### src/rtl/cp15Pkg.sv
package cp15Pkg;

  // **************************************************
  // Widths
  // **************************************************

  typedef logic [31:0] cp15Word;
  typedef logic [3:0]  regAddr;
  typedef logic [2:0]  opcode2Field;
  typedef logic [3:0]  crmField;

  // flushI, flushD, cleanI, cleanD, tlbFlushI, tlbFlushD (MSB first)
  typedef logic [5:0]  maintOps;

  // **************************************************
  // Register map
  // **************************************************

  localparam int NUM_REGS = 16;

  localparam regAddr REG_ID        = 4'd0;
  localparam regAddr REG_CONTROL   = 4'd1;
  localparam regAddr REG_CACHE_OPS = 4'd7;
  localparam regAddr REG_TLB_OPS   = 4'd8;

  // Identification word returned by register 0
  localparam cp15Word CP15_ID = 32'h5C15_0A01;

  // Arbiter FSM
  typedef enum logic [1:0] {
    IDLE,
    ACCESS,
    ACKING
  } arbState;

endpackage
### src/rtl/cp15Top.sv
`timescale 1ns/10ps

module cp15Top import cp15Pkg::*; (
  input  logic        clk,
  input  logic        reset,
  // CPU port
  input  logic        cpuReq,
  input  logic        cpuWrite,
  input  regAddr      cpuAddr,
  input  cp15Word     cpuWdata,
  input  opcode2Field cpuOpcode2,
  input  crmField     cpuCrm,
  output logic        cpuAck,
  // MMU port
  input  logic        mmuReq,
  input  logic        mmuWrite,
  input  regAddr      mmuAddr,
  input  cp15Word     mmuWdata,
  output logic        mmuAck,
  // Shared outputs
  output cp15Word     rdata,
  output cp15Word     control,
  output logic        flushI,
  output logic        flushD,
  output logic        cleanI,
  output logic        cleanD,
  output logic        tlbFlushI,
  output logic        tlbFlushD
);

  logic        capture;
  logic        grantMmu;
  logic        accessEn;
  logic        lWrite;
  regAddr      lAddr;
  cp15Word     lWdata;
  opcode2Field lOpcode2;
  crmField     lCrm;
  maintOps     ops;

  // **************************************************
  // Control and datapath
  // **************************************************

  cp15Arbiter arbiter (
    .clk      (clk),
    .reset    (reset),
    .cpuReq   (cpuReq),
    .mmuReq   (mmuReq),
    .capture  (capture),
    .grantMmu (grantMmu),
    .accessEn (accessEn),
    .cpuAck   (cpuAck),
    .mmuAck   (mmuAck)
  );

  cp15RequestLatch requestLatch (
    .clk        (clk),
    .reset      (reset),
    .capture    (capture),
    .grantMmu   (grantMmu),
    .cpuWrite   (cpuWrite),
    .cpuAddr    (cpuAddr),
    .cpuWdata   (cpuWdata),
    .cpuOpcode2 (cpuOpcode2),
    .cpuCrm     (cpuCrm),
    .mmuWrite   (mmuWrite),
    .mmuAddr    (mmuAddr),
    .mmuWdata   (mmuWdata),
    .lWrite     (lWrite),
    .lAddr      (lAddr),
    .lWdata     (lWdata),
    .lOpcode2   (lOpcode2),
    .lCrm       (lCrm)
  );

  cp15RegFile regFile (
    .clk      (clk),
    .reset    (reset),
    .accessEn (accessEn),
    .lWrite   (lWrite),
    .lAddr    (lAddr),
    .lWdata   (lWdata),
    .rdata    (rdata),
    .control  (control)
  );

  cp15MaintDecoder maintDecoder (
    .clk      (clk),
    .reset    (reset),
    .accessEn (accessEn),
    .lWrite   (lWrite),
    .lAddr    (lAddr),
    .lOpcode2 (lOpcode2),
    .lCrm     (lCrm),
    .ops      (ops)
  );

  // Pulse outputs in maintOps bit order
  assign {flushI, flushD, cleanI, cleanD, tlbFlushI, tlbFlushD} = ops;

endmodule

### src/rtl/cp15MaintDecoder.sv
`timescale 1ns/10ps

module cp15MaintDecoder import cp15Pkg::*; (
  input  logic        clk,
  input  logic        reset,
  input  logic        accessEn,
  input  logic        lWrite,
  input  regAddr      lAddr,
  input  opcode2Field lOpcode2,
  input  crmField     lCrm,
  output maintOps     ops
);

  logic    opValid;
  maintOps opsNext;

  // Only writes with opcode2 0 or 1 trigger maintenance
  assign opValid = accessEn & lWrite & (lOpcode2[2:1] == 2'b00);

  // **************************************************
  // Decode tables
  // **************************************************

  always_comb begin
    opsNext = '0;
    if (opValid) begin
      if (lAddr == REG_CACHE_OPS) begin
        // flushI flushD cleanI cleanD
        case (lCrm)
          4'd7:    opsNext[5:2] = 4'b1100;
          4'd5:    opsNext[5:2] = 4'b1000;
          4'd6:    opsNext[5:2] = 4'b0100;
          4'd11:   opsNext[5:2] = 4'b0011;
          4'd10:   opsNext[5:2] = 4'b0001;
          4'd15:   opsNext[5:2] = 4'b1111;
          4'd14:   opsNext[5:2] = 4'b0101;
          default: opsNext[5:2] = 4'b0000;
        endcase
      end else if (lAddr == REG_TLB_OPS) begin
        // tlbFlushI tlbFlushD
        case (lCrm)
          4'd7:    opsNext[1:0] = 2'b11;
          4'd5:    opsNext[1:0] = 2'b10;
          4'd6:    opsNext[1:0] = 2'b01;
          default: opsNext[1:0] = 2'b00;
        endcase
      end
    end
  end

  // One-cycle pulse in the first ack cycle
  always_ff @(posedge clk) begin
    if (reset) begin
      ops <= '0;
    end else begin
      ops <= opsNext;
    end
  end

endmodule

### src/rtl/cp15RegFile.sv
`timescale 1ns/10ps

module cp15RegFile import cp15Pkg::*; (
  input  logic    clk,
  input  logic    reset,
  input  logic    accessEn,
  input  logic    lWrite,
  input  regAddr  lAddr,
  input  cp15Word lWdata,
  output cp15Word rdata,
  output cp15Word control
);

  // Register 0 is a constant, so storage starts at 1
  cp15Word regs [1:NUM_REGS-1];

  // **************************************************
  // Register write
  // **************************************************

  always_ff @(posedge clk) begin
    if (reset) begin
      for (int i = 1; i < NUM_REGS; i++) begin
        regs[i] <= '0;
      end
    end else if (accessEn && lWrite && (lAddr != REG_ID)) begin
      regs[lAddr] <= lWdata;
    end
  end

  // **************************************************
  // Registered read
  // **************************************************

  always_ff @(posedge clk) begin
    if (reset) begin
      rdata <= '0;
    end else if (accessEn && !lWrite) begin
      if (lAddr == REG_ID) begin
        rdata <= CP15_ID;
      end else begin
        rdata <= regs[lAddr];
      end
    end
  end

  // Control register is always visible
  assign control = regs[REG_CONTROL];

endmodule

### src/rtl/cp15RequestLatch.sv
`timescale 1ns/10ps

module cp15RequestLatch import cp15Pkg::*; (
  input  logic        clk,
  input  logic        reset,
  input  logic        capture,
  input  logic        grantMmu,
  input  logic        cpuWrite,
  input  regAddr      cpuAddr,
  input  cp15Word     cpuWdata,
  input  opcode2Field cpuOpcode2,
  input  crmField     cpuCrm,
  input  logic        mmuWrite,
  input  regAddr      mmuAddr,
  input  cp15Word     mmuWdata,
  output logic        lWrite,
  output regAddr      lAddr,
  output cp15Word     lWdata,
  output opcode2Field lOpcode2,
  output crmField     lCrm
);

  // Read or write flag of the granted port
  always_ff @(posedge clk) begin
    if (reset) begin
      lWrite <= 1'b0;
    end else if (capture) begin
      lWrite <= grantMmu ? mmuWrite : cpuWrite;
    end
  end

  // Payload fields of the granted port
  always_ff @(posedge clk) begin
    if (capture) begin
      if (grantMmu) begin
        lAddr    <= mmuAddr;
        lWdata   <= mmuWdata;
        // MMU never issues maintenance encodings
        lOpcode2 <= '0;
        lCrm     <= '0;
      end else begin
        lAddr    <= cpuAddr;
        lWdata   <= cpuWdata;
        lOpcode2 <= cpuOpcode2;
        lCrm     <= cpuCrm;
      end
    end
  end

endmodule

### src/rtl/cp15Arbiter.sv
`timescale 1ns/10ps

module cp15Arbiter import cp15Pkg::*; (
  input  logic clk,
  input  logic reset,
  input  logic cpuReq,
  input  logic mmuReq,
  output logic capture,
  output logic grantMmu,
  output logic accessEn,
  output logic cpuAck,
  output logic mmuAck
);

  arbState state;
  arbState nextState;

  // Round-robin priority flag that starts with the CPU
  logic mmuFirst;
  logic grantSel;
  logic grantReg;
  logic grantedReq;
  logic anyReq;

  // **************************************************
  // Grant selection
  // **************************************************

  assign anyReq = cpuReq | mmuReq;

  // MMU wins when alone, or when both wait and it is its turn
  assign grantSel = mmuReq & (~cpuReq | mmuFirst);

  // Request line of whoever owns the current transaction
  assign grantedReq = grantReg ? mmuReq : cpuReq;

  // **************************************************
  // Handshake FSM
  // **************************************************

  always_comb begin
    nextState = state;
    case (state)
      IDLE: begin
        if (anyReq) nextState = ACCESS;
      end
      ACCESS: begin
        nextState = ACKING;
      end
      ACKING: begin
        // Hold ack until the owner drops req
        if (!grantedReq) nextState = IDLE;
      end
      default: begin
        nextState = IDLE;
      end
    endcase
  end

  always_ff @(posedge clk) begin
    if (reset) begin
      state    <= IDLE;
      mmuFirst <= 1'b0;
      grantReg <= 1'b0;
    end else begin
      state <= nextState;
      if (capture) begin
        grantReg <= grantSel;
        // The one not served gets priority next time
        mmuFirst <= ~grantSel;
      end
    end
  end

  assign capture  = (state == IDLE) & anyReq;
  assign grantMmu = (state == IDLE) ? grantSel : grantReg;
  assign accessEn = (state == ACCESS);

  // Acks follow the registered grant
  assign cpuAck = (state == ACKING) & ~grantReg;
  assign mmuAck = (state == ACKING) & grantReg;

endmodule

### config.mk
export PLATFORM = sky130hd
export DESIGN_NAME = cp15Top
export DESIGN_NICKNAME = d
export VERILOG_FILES = /design/src/rtl/cp15Pkg.sv /design/src/rtl/cp15Top.sv /design/src/rtl/cp15MaintDecoder.sv /design/src/rtl/cp15RegFile.sv /design/src/rtl/cp15RequestLatch.sv /design/src/rtl/cp15Arbiter.sv
export SDC_FILE = /design/constraint.sdc
export NUM_CORES = 1
export LEC_CHECK = 0
export BUFFER_PORTS_ARGS = -buffer_cell sky130_fd_sc_hd__buf_4
export CORE_UTILIZATION = 61
export DETAILED_ROUTE_END_ITERATION = 10
export PLACE_DENSITY = 0.8
export SLEW_MARGIN = 20
export SYNTH_ARGS = -nofsm -noshare
export SYNTH_HDL_FRONTEND = slang
export SYNTH_SLANG_ARGS = --single-unit
### constraint.sdc
create_clock -name clk -period 3.5 [get_ports clk]
set_input_delay 0.7 -clock clk [delete_from_list [all_inputs] [get_ports clk]]
set_output_delay 0.7 -clock clk [all_outputs]
set_load 0.05 [all_outputs]
* Word level (Yosys, flattened, before mapping)
Memory sizes are Yosys's and may differ from the RTL's. A register that Yosys moved wholly into a read port is not among the register bits. Index checks and enable logic that the tools add are counted.
Word-level totals: bits in registers 86, bits in writable memories 480, output and inout bits 72, logic and storage cells 71, memories kept 1
Memory list:
- regFile.regs | words 15, width 32, read ports 2, clocked after memory_dff 1, write ports 15, RTL line cp15RegFile.sv:15 | cp15Word regs [1:NUM_REGS-1];
Operators by class: eq/ne operators 13, multiplexer cells 20, bitwise operators 14, reductions and logical operators 12
Operators by type and width (number):
- $mux W32 | 3
- $reduce_or A32 Y1 | 1
- $pmux W4 S7 | 1
- $eq A4 B4 Y1 const B | 5
- $eq A4 B3 Y1 const B | 4
- $mux W4 | 3
- $pmux W2 S3 | 2
- $mux W1 | 9
- $and A1 B1 Y1 | 6
- $not A1 Y1 | 6
- $logic_not A2 Y1 | 2
- $logic_not A4 Y1 | 1
- $mux W2 | 2
- $reduce_bool A4 Y1 | 1
- $reduce_or A4 Y1 | 1
- $logic_and A1 B1 Y1 | 3
- $reduce_or A3 Y1 | 1
- $eq A2 B1 Y1 const B | 1
- $eq A2 B2 Y1 const B | 1
- $ne A2 B1 Y1 const B | 1
- $ne A2 B2 Y1 const B | 1
- $or A1 B1 Y1 | 2
- $reduce_and A2 Y1 | 1
- $logic_not A1 Y1 | 1

* Depth between registers and ports, before layout
Gate-level depths: netlist of run 1.
word-level depth 8, gate-level depth with buffers 8

* Cells and area by module
From an unflattened synthesis of run 1, not the netlist that was laid out.
Unflattened totals: cells, all modules 1612, area total of the unflattened synthesis 26354.0 um^2
Modules (own cells, without submodules):
- cp15RegFile | times used 1, cells an instance 1467, area each 23872.9 um^2, seq. area each 16015.4 um^2
- cp15RequestLatch | times used 1, cells an instance 95, area each 1993.2 um^2, seq. area each 1311.3 um^2
- cp15Arbiter | times used 1, cells an instance 27, area each 255.2 um^2, seq. area each 80.1 um^2
- cp15MaintDecoder | times used 1, cells an instance 23, area each 232.7 um^2, seq. area each 120.1 um^2

* Worst setup path after synthesis of run 1
OpenSTA, ideal clock, no wires.
path kind input to register, start point input cpuReq, end point register with a tool-made name, setup time 121 ps, data arrival time 3043 ps, data required time 3379 ps, slack 337 ps, cell stages on the path 3, cells stage by stage nor2_1 nor3_2 mux2_2
RTL lines:
- start, declared | RTL line cp15Top.sv:7 | input logic cpuReq,

* Final worst setup path of run 1
start point register requestLatch.lAddr[1], end point register regFile.rdata[8]
Between the ends: longest elaborated chain between the ends 2
Ends and longest elaborated chain:
- start, declared | RTL line cp15RequestLatch.sv:17 | output regAddr lAddr,
- start signal, assigned | RTL line cp15RequestLatch.sv:36 | lAddr <= mmuAddr;
- start signal, assigned | RTL line cp15RequestLatch.sv:42 | lAddr <= cpuAddr;
- $logic_not A4 Y1 | RTL line cp15RegFile.sv:39 | if (lAddr == REG_ID) begin
- $mux W32 | RTL line cp15RegFile.sv:39
- end signal, assigned | RTL line cp15RegFile.sv:42 | rdata <= regs[lAddr];
- end, declared | RTL line cp15RegFile.sv:10 | output cp15Word rdata,
Every way passes these cells. A chain may end at the register's enable or synchronous reset.

==> summary.md, run 1 <==
| Metric | Value |
|---|---|
| DR pass1 iterations | `5` |
| Max-cap violation count | `0` |
| Nets | `1,908` |
| Reg2Reg Depth | `5` |
| Relative slew slack | `39.2%` |
| Top-area cell type share of the netlist area | `63.1%` |
| Vias in the first global route | `15,500` |
| Antenna cells | `0` |
| Comb pwr share | `12.7%` |
| Endpoint type of the worst setup path | `flip-flop` |
| Final WL | `62,900 µm` |
| Hold crit path type | `input pin to flip-flop` |
| Area grow syn2layout | `15.2%` |
| Pleak | `11.6 nW` |
| Yosys warnings | `0` |
| Number of port buffers | `155` |
| Yosys cell types | `47` |
| Drt wl/cell | `25.6 µm` |
| Die Wd | `210 µm` |
| Hold buffer count at cts | `0` |
| Total Neg Setup Slack | `0 ps` |
| Period utilization | `69.3%` |
| Avg Vias per Cell | `6.06` |
| HPWL Detailed | `35,800 µm` |
| Total power | `17.1 mW` |
| Int Pwr | `12.8 mW` |
| Post-CTS Setup Inserts | `0` |
| Status | `complete, no violations` |
| Vias post-DR | `14,900` |
| Pwr Density | `561 nW/µm²` |
| Layout cells sized above 1 | `27.4%` |
| Row count | `75` |
| Clk network pwr share | `36.4%` |
| Syn Area/Cell | `16.0 µm²` |
| DIE HEIGHT | `210 µm` |
| Worst r2r dst | `regFile.rdata[8]` |
| Dominant cell type by area after synthesis | `edfxtp_1` |
| Clock slew at reported path FFs | `60 ps` |
| WHS Endpoint | `requestLatch.lCrm[1]` |
| Register area | `17,600 µm²` |
| VDD IR max | `0.451 mV` |
| Reg power frac | `51.0%` |
| Final Slew Violations | `0` |
| H-tree levels | `2` |
| Area of the multi-input gates | `8280 µm²` |
| CTS tree | `done` |
| Post-DRT Antenna Nets | `0` |
| 1st-iter DRT viols | `1,605` |
| GRT overflow | `0` |
| Worst EP required | `4000 ps` |
| Total die area | `44,000 µm²` |
| Initial Util | `62.3%` |
| Ys async rst share | `0%` |
| Unrepaired setup endpoints after global routing | `no` |
| Core Region | `42,300 µm²` |
| Critical Path AT | `2930 ps` |
| Sequential share of the synthesized area | `66.7%` |
| Clock Path Buffers | `3` |
| Crit path max fanout | `15` |
| Gate Count Post-Synth | `1,651` |
| Max Clk Rate | `412 MHz` |
| Post-cts sizing count | `0` |
| Count leader, synth | `edfxtp_1` |
| Minimum clock period | `2430 ps` |
| Routability Congestion | `0.749` |
| Reg-to-reg slack, setup | `1070 ps` |
| Clock sink total | `601` |
| I/O Pins | `157` |
| Worst skew pair latency | `620 ps` |
| Hold Fails Final Rpt | `0` |
| Hold path cells | `2` |
| Global-route wire length before repair | `94,100 µm` |
| Synth Register Bits | `601` |
| Most common flop cell mapped by yosys | `edfxtp_1` |
| Hold wc startpoint | `cpuCrm[1]` |
| Worst slew pin tran | `911 ps` |
| GRT Total Usage | `29.5%` |
| Switch Pwr | `4.26 mW` |
| Post-synth EDFFs | `554` |
| Fillers | `2,600` |
| CP Class | `flip-flop to flip-flop` |
| Synth top cells by count | `edfxtp_1 (554), and2_1 (487), mux4_2 (108)` |
| Critical R2R Launch | `requestLatch.lAddr[1]` |
| Area contributors post-synth | `edfxtp_1 (63%), and2_1 (12%), mux4_2 (9.2%), dfxtp_1 (3.6%), mux2i_1 (3.2%)` |
| Post-Syn Area | `26,400 µm²` |
| Clock skew | `22.6 ps` |
| Largest net degree at the start of global routing | `45` |
| Clock buffer count from CTS | `59` |
| Switching portion of total power | `25.0%` |
| DRC errors left | `0` |
| Initial antenna violation count | `2` |
| Root Buffer | `clkbuf_16` |
| Setup-failing EPs final | `0` |
| Startpoint Class | `flip-flop` |
-- critical path, cell delays in order, from the launching register on --
cell,delay (ps)
edfxtp_1,580
nor4_2,520
nand4bb_1,640
buf_12,260
a2bb2oi_1,200
o21ai_1,90
-- state kept, by name, summed over array words and instances, names as in the netlist, named ones only --
register               cells
maintDecoder.ops           6
regFile.regs             512
arbiter.mmuFirst           1
arbiter.grantReg           1
requestLatch.lOpcode2      2
requestLatch.lCrm          4
requestLatch.lWrite        1
requestLatch.lWdata       32
arbiter.state              2
requestLatch.lAddr         4
regFile.rdata             32
-- power by group through the flow --
stage               clock, mW  combinational, mW  sequential, mW
floorplan                   0               1.54            8.67
global placement            0               2.11            8.81
detailed placement          0               2.15            8.84
CTS                      6.24               2.17            8.70
global route             6.52               2.28            8.75
finish                   6.20               2.16            8.69
-- final cells by class --
| type | count | area share, % |
|---|---|---|
| Timing Repair Buffer | 215 | 6.14 |
| Inverter | 1 | 0.0124 |
| Clock inverter | 24 | 0.536 |
| Tap cell | 577 | 2.38 |
| Sequential cell | 601 | 57.9 |
| Multi-Input combinational cell | 945 | 27.3 |
| Clock buffer | 88 | 5.75 |
-- layer usage --
layer | wire length, µm | up-vias | global-route usage (%) | share of wire (%)
li1 | - | 6433 | - | -
met4 | 2270 | 0 | 11.3 | 3.6
met3 | 5300 | 158 | 4.73 | 8.4
met5 | 0 | - | 0 | 0
met1 | 24000 | 7530 | 39.6 | 38
met2 | 31300 | 734 | 48.9 | 50
-- metrics by stage --
stage	area [µm²]	hold slack (ps)	cells	setup WS [ps]	utilization, %
3_3_place_gp	28500	451	2339	748	67.3
5_1_grt	30400	345	2451	1030	71.8
4_1_cts	30400	335	2451	1110	71.8
6_report	30400	365	2451	1070	71.8
3_5_place_dp	28500	467	2339	711	67.3
2_1_floorplan	26500	440	1682	337	-
-- placed cells by master (no fill, tap or decap), types with 22 or more instances in the layout --
master     netlist  final
mux2i_1         85     85
a2bb2oi_1       22     22
and2_1         487    487
edfxtp_1       554    554
clkbuf_16        0     60
buf_4            6    195
dfxtp_1         47     43
conb_1           1     32
mux2_2          51     51
mux4_2         108    108
-- worst max-delay path by stage --
stage,to,depth (start not counted),start
CTS,regFile.rdata[12],5,requestLatch.lAddr[1]
finish,regFile.rdata[8],5,requestLatch.lAddr[1]
floorplan,flip-flop,3,cpuReq
global placement,regFile.regs[1][8],6,reset
global route,requestLatch.lWdata[16],4,arbiter.state[1]
detailed placement,regFile.regs[1][9],6,reset
-- cells by family (layout without fill, tap and decap cells) --
logic type,Yosys count,in the layout,share of synthesized area (%)
multiplexers,244,244,14.6
buffers and inverters,136,328,2.50
flip-flops,601,601,66.7
AO/OA/AOI/OAI,92,92,2.49
AND/OR/NAND/NOR,577,577,13.7
other,1,32,0.0142
Note: power is estimated with default switching activity, not from simulation.
==> run 2, diff against run 1 <==
Clock period 3.5 ns to 2.46 ns, I/O delays scaled along.
==> run 2 against run 1 <==
Net effect: combinational power increased by 52%; maximum frequency increased by 3.8%; sequential power increased by 42%; register-to-register slack got worse by 950 ps; sequential share of layout area decreased by 0.64 points; via count increased by 1.2%; routed wire length decreased by 0.60%; critical path depth decreased by 1; critical endpoint is now regFile.rdata[0].
==> summary.md, run 2 (synthesis results as in run 1) <==
| Metric | Value |
|---|---|
| Cells along the critical path | `nor2b_1 > a22oi_1 > nand3b_1 > a31oi_1` |
| Clock skew | `9.62 ps (-13.0 ps)` |
| Worst EP required | `2940 ps (-1060 ps)` |
| Worst skew pair latency | `610 ps (about the same)` |
| Nets | `1,942 (+1.8%)` |
| Clock buffer count from CTS | `60 (+1.7%)` |
| Pwr Density | `796 nW/µm² (+42%)` |
| Worst slew pin tran | `1140 ps (+224 ps)` |
| 1st-iter DRT viols | `1,445 (-10%)` |
| Most common cell after layout, fill and taps aside | `edfxtp_1` |
| VDD IR max | `0.551 mV (+22%)` |
| GRT overflow | `0 (unchanged)` |
| Slowest cell on the critical path | `nor2b_1` |
| Total Neg Setup Slack | `0 ps (unchanged)` |
| Fillers | `2,564 (-1.4%)` |
| Number of port buffers | `155 (unchanged)` |
| H-tree levels | `2 (unchanged)` |
| Placed cell area | `28,800 µm² (+1.1%)` |
| Commonest non-fill, non-tap cells in the layout | `edfxtp_1 (554), and2_1 (487), buf_4 (222), mux4_2 (108), mux2i_1 (85)` |
| DRC errors left | `0 (unchanged)` |
| Initial Util | `62.3% (unchanged)` |
| Period utilization | `95.0% (+26 points)` |
| Final core utilization | `72.6% (+0.80 points)` |
| Initial antenna violation count | `0 (-2)` |
| Vias in the first global route | `15,300 (-1.0%)` |
| Minimum clock period | `2340 ps (-87.7 ps)` |
| Endpoint type of the worst setup path | `flip-flop` |
| Unrepaired setup endpoints after global routing | `no` |
| Post-CTS Setup Inserts | `0 (unchanged)` |
| CP max stage delay | `960 ps (+320 ps)` |
| Post-cts sizing count | `0 (unchanged)` |
| Pleak | `11.8 nW (+1.6%)` |
| Critical Path AT | `2820 ps (-110 ps)` |
| Die Wd | `210 µm (unchanged)` |
| Row count | `75 (unchanged)` |
| Buf/Inv on CP | `0 (-1)` |
| Switch Pwr | `5.99 mW (+41%)` |
| Setup-failing EPs final | `0 (unchanged)` |
| Post-route cell area | `30,700 µm² (+1.1%)` |
| CP top delay family | `simple AND/OR/NAND/NOR gates` |
| Area grow syn2layout | `16.5%` |
| HPWL Detailed | `37,300 µm (+4.3%)` |
| GRT Total Usage | `29.1% (-0.41 points)` |
| CP Class | `flip-flop to flip-flop` |
| Total die area | `44,000 µm² (unchanged)` |
| Final Worst Setup Slack | `122 ps (-952 ps)` |
| CTS tree | `done` |
| Clock sink total | `601 (unchanged)` |
| Reg power frac | `50.1% (-0.9 points)` |
| Hold buffer count at cts | `0 (unchanged)` |
| Max-cap violation count | `0 (unchanged)` |
| Largest net degree at the start of global routing | `40 (-11%)` |
| Relative slew slack | `24.1% (-15 points)` |
| Final Slew Violations | `0 (unchanged)` |
| Post-DRT Antenna Nets | `0 (unchanged)` |
| Startpoint Class | `flip-flop` |
| Clk network pwr share | `36.5% (about the same)` |
| Switching portion of total power | `24.5% (-0.46 points)` |
| DIE HEIGHT | `210 µm (unchanged)` |
| I/O Pins | `157 (unchanged)` |
| Clock Path Buffers | `3 (unchanged)` |
| Drt wl/cell | `25.2 µm (-1.8%)` |
| Antenna cells | `0 (unchanged)` |
| Root Buffer | `clkbuf_16` |
| Int Pwr | `18.5 mW (+44%)` |
| Layout cells sized above 1 | `28.2% (+0.81 points)` |
| Final WL | `62,500 µm (-0.60%)` |
| Hold crit path type | `input pin to flip-flop` |
| Hold Fails Final Rpt | `0 (unchanged)` |
| Finished Layout Cells | `2,482 (+1.3%)` |
| Pre-CTS setup slack | `115 ps (-597 ps)` |
| Avg Vias per Cell | `6.06 (about the same)` |
| Flip-flop count of the largest register after layout | `512 (unchanged)` |
| Placed instance count | `2,372 (+1.4%)` |
| Status | `complete, no violations` |
| Max Clk Rate | `428 MHz (+3.8%)` |
| Routability Congestion | `0.825 (+10%)` |
| Comb pwr share | `13.4% (+0.7 points)` |
| Fin Hold WS | `154 ps (-211 ps)` |
| Vias post-DR | `15,000 (+1.2%)` |
| Biggest register | `regFile.regs` |
| Largest regs | `regFile.regs x512, regFile.rdata x32, requestLatch.lWdata x32` |
| Clock slew at reported path FFs | `60 ps (about the same)` |
| DR pass1 iterations | `5 (unchanged)` |
| Total power | `24.5 mW (+43%)` |
| Crit path max fanout | `29 (+14)` |
| Global-route wire length before repair | `92,500 µm (-1.7%)` |
| Core Region | `42,300 µm² (unchanged)` |
## run 2: layout make-up
type,instances,area [µm²],area share [%]
Tap cell,577,722,2.35
Inverter,1,3.75,0.0122
Sequential cell,601,17600,57.3
Clock inverter,16,124,0.403
Timing Repair Buffer,248,2190,7.12
Multi-Input combinational cell,945,8280,27.0
Clock buffer,94,1800,5.86
## run 2: metal layers
| layer | track usage (%) | vias up | part of all wire [%] |
|---|---|---|---|
| met5 | 0 | - | 0 |
| met4 | 12.5 | 0 | 3.8 |
| met3 | 4.71 | 144 | 8.6 |
| met2 | 47.4 | 760 | 49 |
| met1 | 39.2 | 7641 | 39 |
| li1 | - | 6493 | - |
## run 2: final timing paths
check	endpoint	start	cells past startpoint	slack (ps)
setup reg to reg	regFile.rdata[0]	flip-flop	4	120
hold / removal	arbiter.mmuFirst	mmuReq	2	150
hold reg to reg	regFile.rdata[19]	regFile.rdata[19]	2	490
setup / recovery	regFile.rdata[0]	flip-flop	4	120
## run 2: power groups by stage
| stage | clock (mW) | sequential (mW) | combinational [mW] |
|---|---|---|---|
| 5_1_grt | 9.36 | 12.3 | 3.44 |
| 3_5_place_dp | 0 | 12.5 | 3.26 |
| 3_3_place_gp | 0 | 12.4 | 3.21 |
| 4_1_cts | 8.97 | 12.3 | 3.28 |
| 2_1_floorplan | 0 | 12.3 | 2.20 |
| 6_report | 8.92 | 12.3 | 3.28 |
==> run 3, diff against run 2 <==
Settings changed: CORE_UTILIZATION 61 to 63, CTS_BUF_LIST set to sky130_fd_sc_hd__clkbuf_8, PLACE_DENSITY 0.8 to 0.82, RECOVER_POWER set to 100.
==> run 3 against run 2 <==
Net effect: the flow now finishes with violations (design-rule violations); final area shrank 3.2%; hold slack got worse by 61 ps; register-to-register slack got worse by 40 ps; core utilization shrank 0.11 points; non-clock buffer count down 12; clock power is 11% lower; clock skew rose by 17 ps; power fell by 5.0%; sequential share of layout area up 1.9 points; combinational power down 6.1%; die area decreased by 3.1%.
==> summary.md, run 3 (synthesis results as in run 1) <==
| Metric | Value |
|---|---|
| Met1 wire length | `24,200 µm (-0.10%)` |
| Pwr Density | `782 nW/µm² (-1.9%)` |
| Finished Layout Cells | `2,493 (+0.44%)` |
| Critical Path AT | `2880 ps (+60 ps)` |
| Initial antenna violation count | `1 (+1)` |
| Row count | `74 (-1.3%)` |
| Biggest register | `regFile.regs` |
| Layout cells sized above 1 | `23.2% (-5.0 points)` |
| Root Buffer | `clkbuf_8` |
| Final WL | `64,200 µm (+2.8%)` |
| Hold crit path type | `input pin to flip-flop` |
| Total die area | `42,700 µm² (-3.1%)` |
| I/O Pins | `157 (unchanged)` |
| Unrepaired setup endpoints after global routing | `no` |
| Largest regs | `regFile.regs x512, regFile.rdata x32, requestLatch.lWdata x32` |
| Final Worst Setup Slack | `78.4 ps (-43.9 ps)` |
| 1st-iter DRT viols | `1,687 (+17%)` |
| Pre-CTS setup slack | `147 ps (+31.8 ps)` |
| Pleak | `11.2 nW (-4.9%)` |
| CP max stage delay | `710 ps (-250 ps)` |
| Clock slew at reported path FFs | `60 ps (about the same)` |
| Drt wl/cell | `25.8 µm (+2.3%)` |
| Worst skew pair latency | `660 ps (+50 ps)` |
| CP Class | `flip-flop to flip-flop` |
| Vias post-DR | `15,200 (+0.78%)` |
| Number of port buffers | `155 (unchanged)` |
| DR pass1 iterations | `8 (+3)` |
| Post-cts sizing count | `0 (unchanged)` |
| Clock buffer count from CTS | `94 (+57%)` |
| Routability Congestion | `0.827 (+0.24%)` |
| Commonest non-fill, non-tap cells in the layout | `edfxtp_1 (554), and2_1 (292), and2_0 (195), mux4_2 (108), clkbuf_8 (106)` |
| Cells along the critical path | `and4bb_1 > nand3b_1 > nor2_2 > buf_2 > and2_0` |
| DIE HEIGHT | `207 µm (-1.6%)` |
| Reg2Reg Depth | `5 (+1)` |
| Clock skew | `26.4 ps (+16.8 ps)` |
| GRT Total Usage | `30.8% (+1.8 points)` |
| Placed instance count | `2,315 (-2.4%)` |
| Endpoint type of the worst setup path | `flip-flop` |
| Hold Fails Final Rpt | `0 (unchanged)` |
| Global-route wire length before repair | `94,100 µm (+1.7%)` |
| Flip-flop count of the largest register after layout | `512 (unchanged)` |
| Most common cell after layout, fill and taps aside | `edfxtp_1` |
| Final Slew Violations | `0 (unchanged)` |
| VDD IR max | `0.663 mV (+20%)` |
| Fillers | `2,610 (+1.8%)` |
| Post-CTS Setup Inserts | `0 (unchanged)` |
| Worst slew pin tran | `1290 ps (+150 ps)` |
| HPWL Detailed | `38,000 µm (+1.7%)` |
| Largest net degree at the start of global routing | `53 (+33%)` |
| Worst EP required | `2960 ps (+20 ps)` |
| Avg Vias per Cell | `6.08 (+0.34%)` |
| Antenna cells | `0 (unchanged)` |
| Post-DRT Antenna Nets | `0 (unchanged)` |
| Minimum clock period | `2380 ps (+43.9 ps)` |
| Core Region | `41,000 µm² (-3.1%)` |
| Die Wd | `207 µm (-1.6%)` |
| Slowest cell on the critical path | `buf_2` |
| Hold buffer count at cts | `0 (unchanged)` |
| Setup-failing EPs final | `0 (unchanged)` |
| Max Clk Rate | `420 MHz (-1.8%)` |
| Routed met2 length | `31,900 µm (+4.6%)` |
| Hold path cells | `2 (unchanged)` |
| Nets | `1,964 (+1.1%)` |
| DRC errors left | `7 (+7)` |
| Area grow syn2layout | `12.7%` |
| Startpoint Class | `flip-flop` |
| Max-cap violation count | `0 (unchanged)` |
| Crit path max fanout | `32 (+10%)` |
| Final core utilization | `72.5% (-0.11 points)` |
| Initial Util | `64.3% (+2.0 points)` |
| Clock Path Buffers | `3 (unchanged)` |
| CTS tree | `done` |
| Relative slew slack | `14.3% (-9.8 points)` |
| Status | `finished, violations left` |
| Clock sink total | `601 (unchanged)` |
| Period utilization | `96.8% (+1.8 points)` |
| GRT overflow | `0 (unchanged)` |
| Highest metal used | `met4` |
| Total Neg Setup Slack | `0 ps (unchanged)` |
| DR WL met3 | `5970 µm (+11%)` |
| H-tree levels | `3 (+1)` |
| Vias in the first global route | `15,800 (+3.1%)` |
| Failing checks | `design-rule violations` |
-- run 3: cell types whose count changed in the layout (fill, tap and decap cells not counted), moves of 61 or more --
| cell | change |
|---|---|
| clkbuf_8 | +91 |
| buf_4 | -120 |
| clkbuf_1 | +62 |
| and2_0 | +195 |
| and2_1 | -195 |
| clkbuf_16 | -61 |
-- run 3: routing by layer --
layer	vias to the layer above	track usage, %
met5	-	0
met4	0	11.9
met3	133	5.43
met2	829	51.1
met1	7643	41.0
li1	6551	-
-- run 3: power breakdown --
part | leakage (nW) | internal, mW | switching (mW)
Clock | 1.09 | 4.05 | 3.85
Sequential | 6.06 | 11.7 | 0.540
Combinational | 4.05 | 1.38 | 1.70
-- run 3: area by class of cell --
cell class,instances,area (µm²),share of cell area (%)
clock inverter,72,323,1.09
clock buffer,106,1460,4.91
sequential,601,17600,59.2
inverter,1,3.75,0.0126
tap,532,666,2.24
timing repair buffer,236,1480,4.97
multi-input combinational,945,8200,27.6
-- run 3: final timing paths --
path	from	end	slack (ps)
max	arbiter.state[0]	regFile.regs[11][28]	80
min	mmuReq	arbiter.mmuFirst	90
max reg2reg	arbiter.state[0]	regFile.regs[11][28]	80
min reg2reg	regFile.rdata[6]	regFile.rdata[6]	480
-- run 3: worst max-delay path: cells and delay by family (launching register included) --
kind | cells | cell delay, ps
and+or+nand+nor | 4 | 1030
DFF | 1 | 490
buffers and inverters | 1 | 710
-- run 3: through the flow --
| stage | power [mW] | instance area, µm² | hold WS, ps |
|---|---|---|---|
| floorplan | 14.5 | 26500 | 440 |
| global placement | 15.6 | 28700 | 450 |
| detailed placement | 15.7 | 28700 | 461 |
| CTS | 23.5 | 30400 | 70.0 |
| global route | 23.9 | 29700 | 62.0 |
| finish | 23.2 | 29700 | 93.4 |
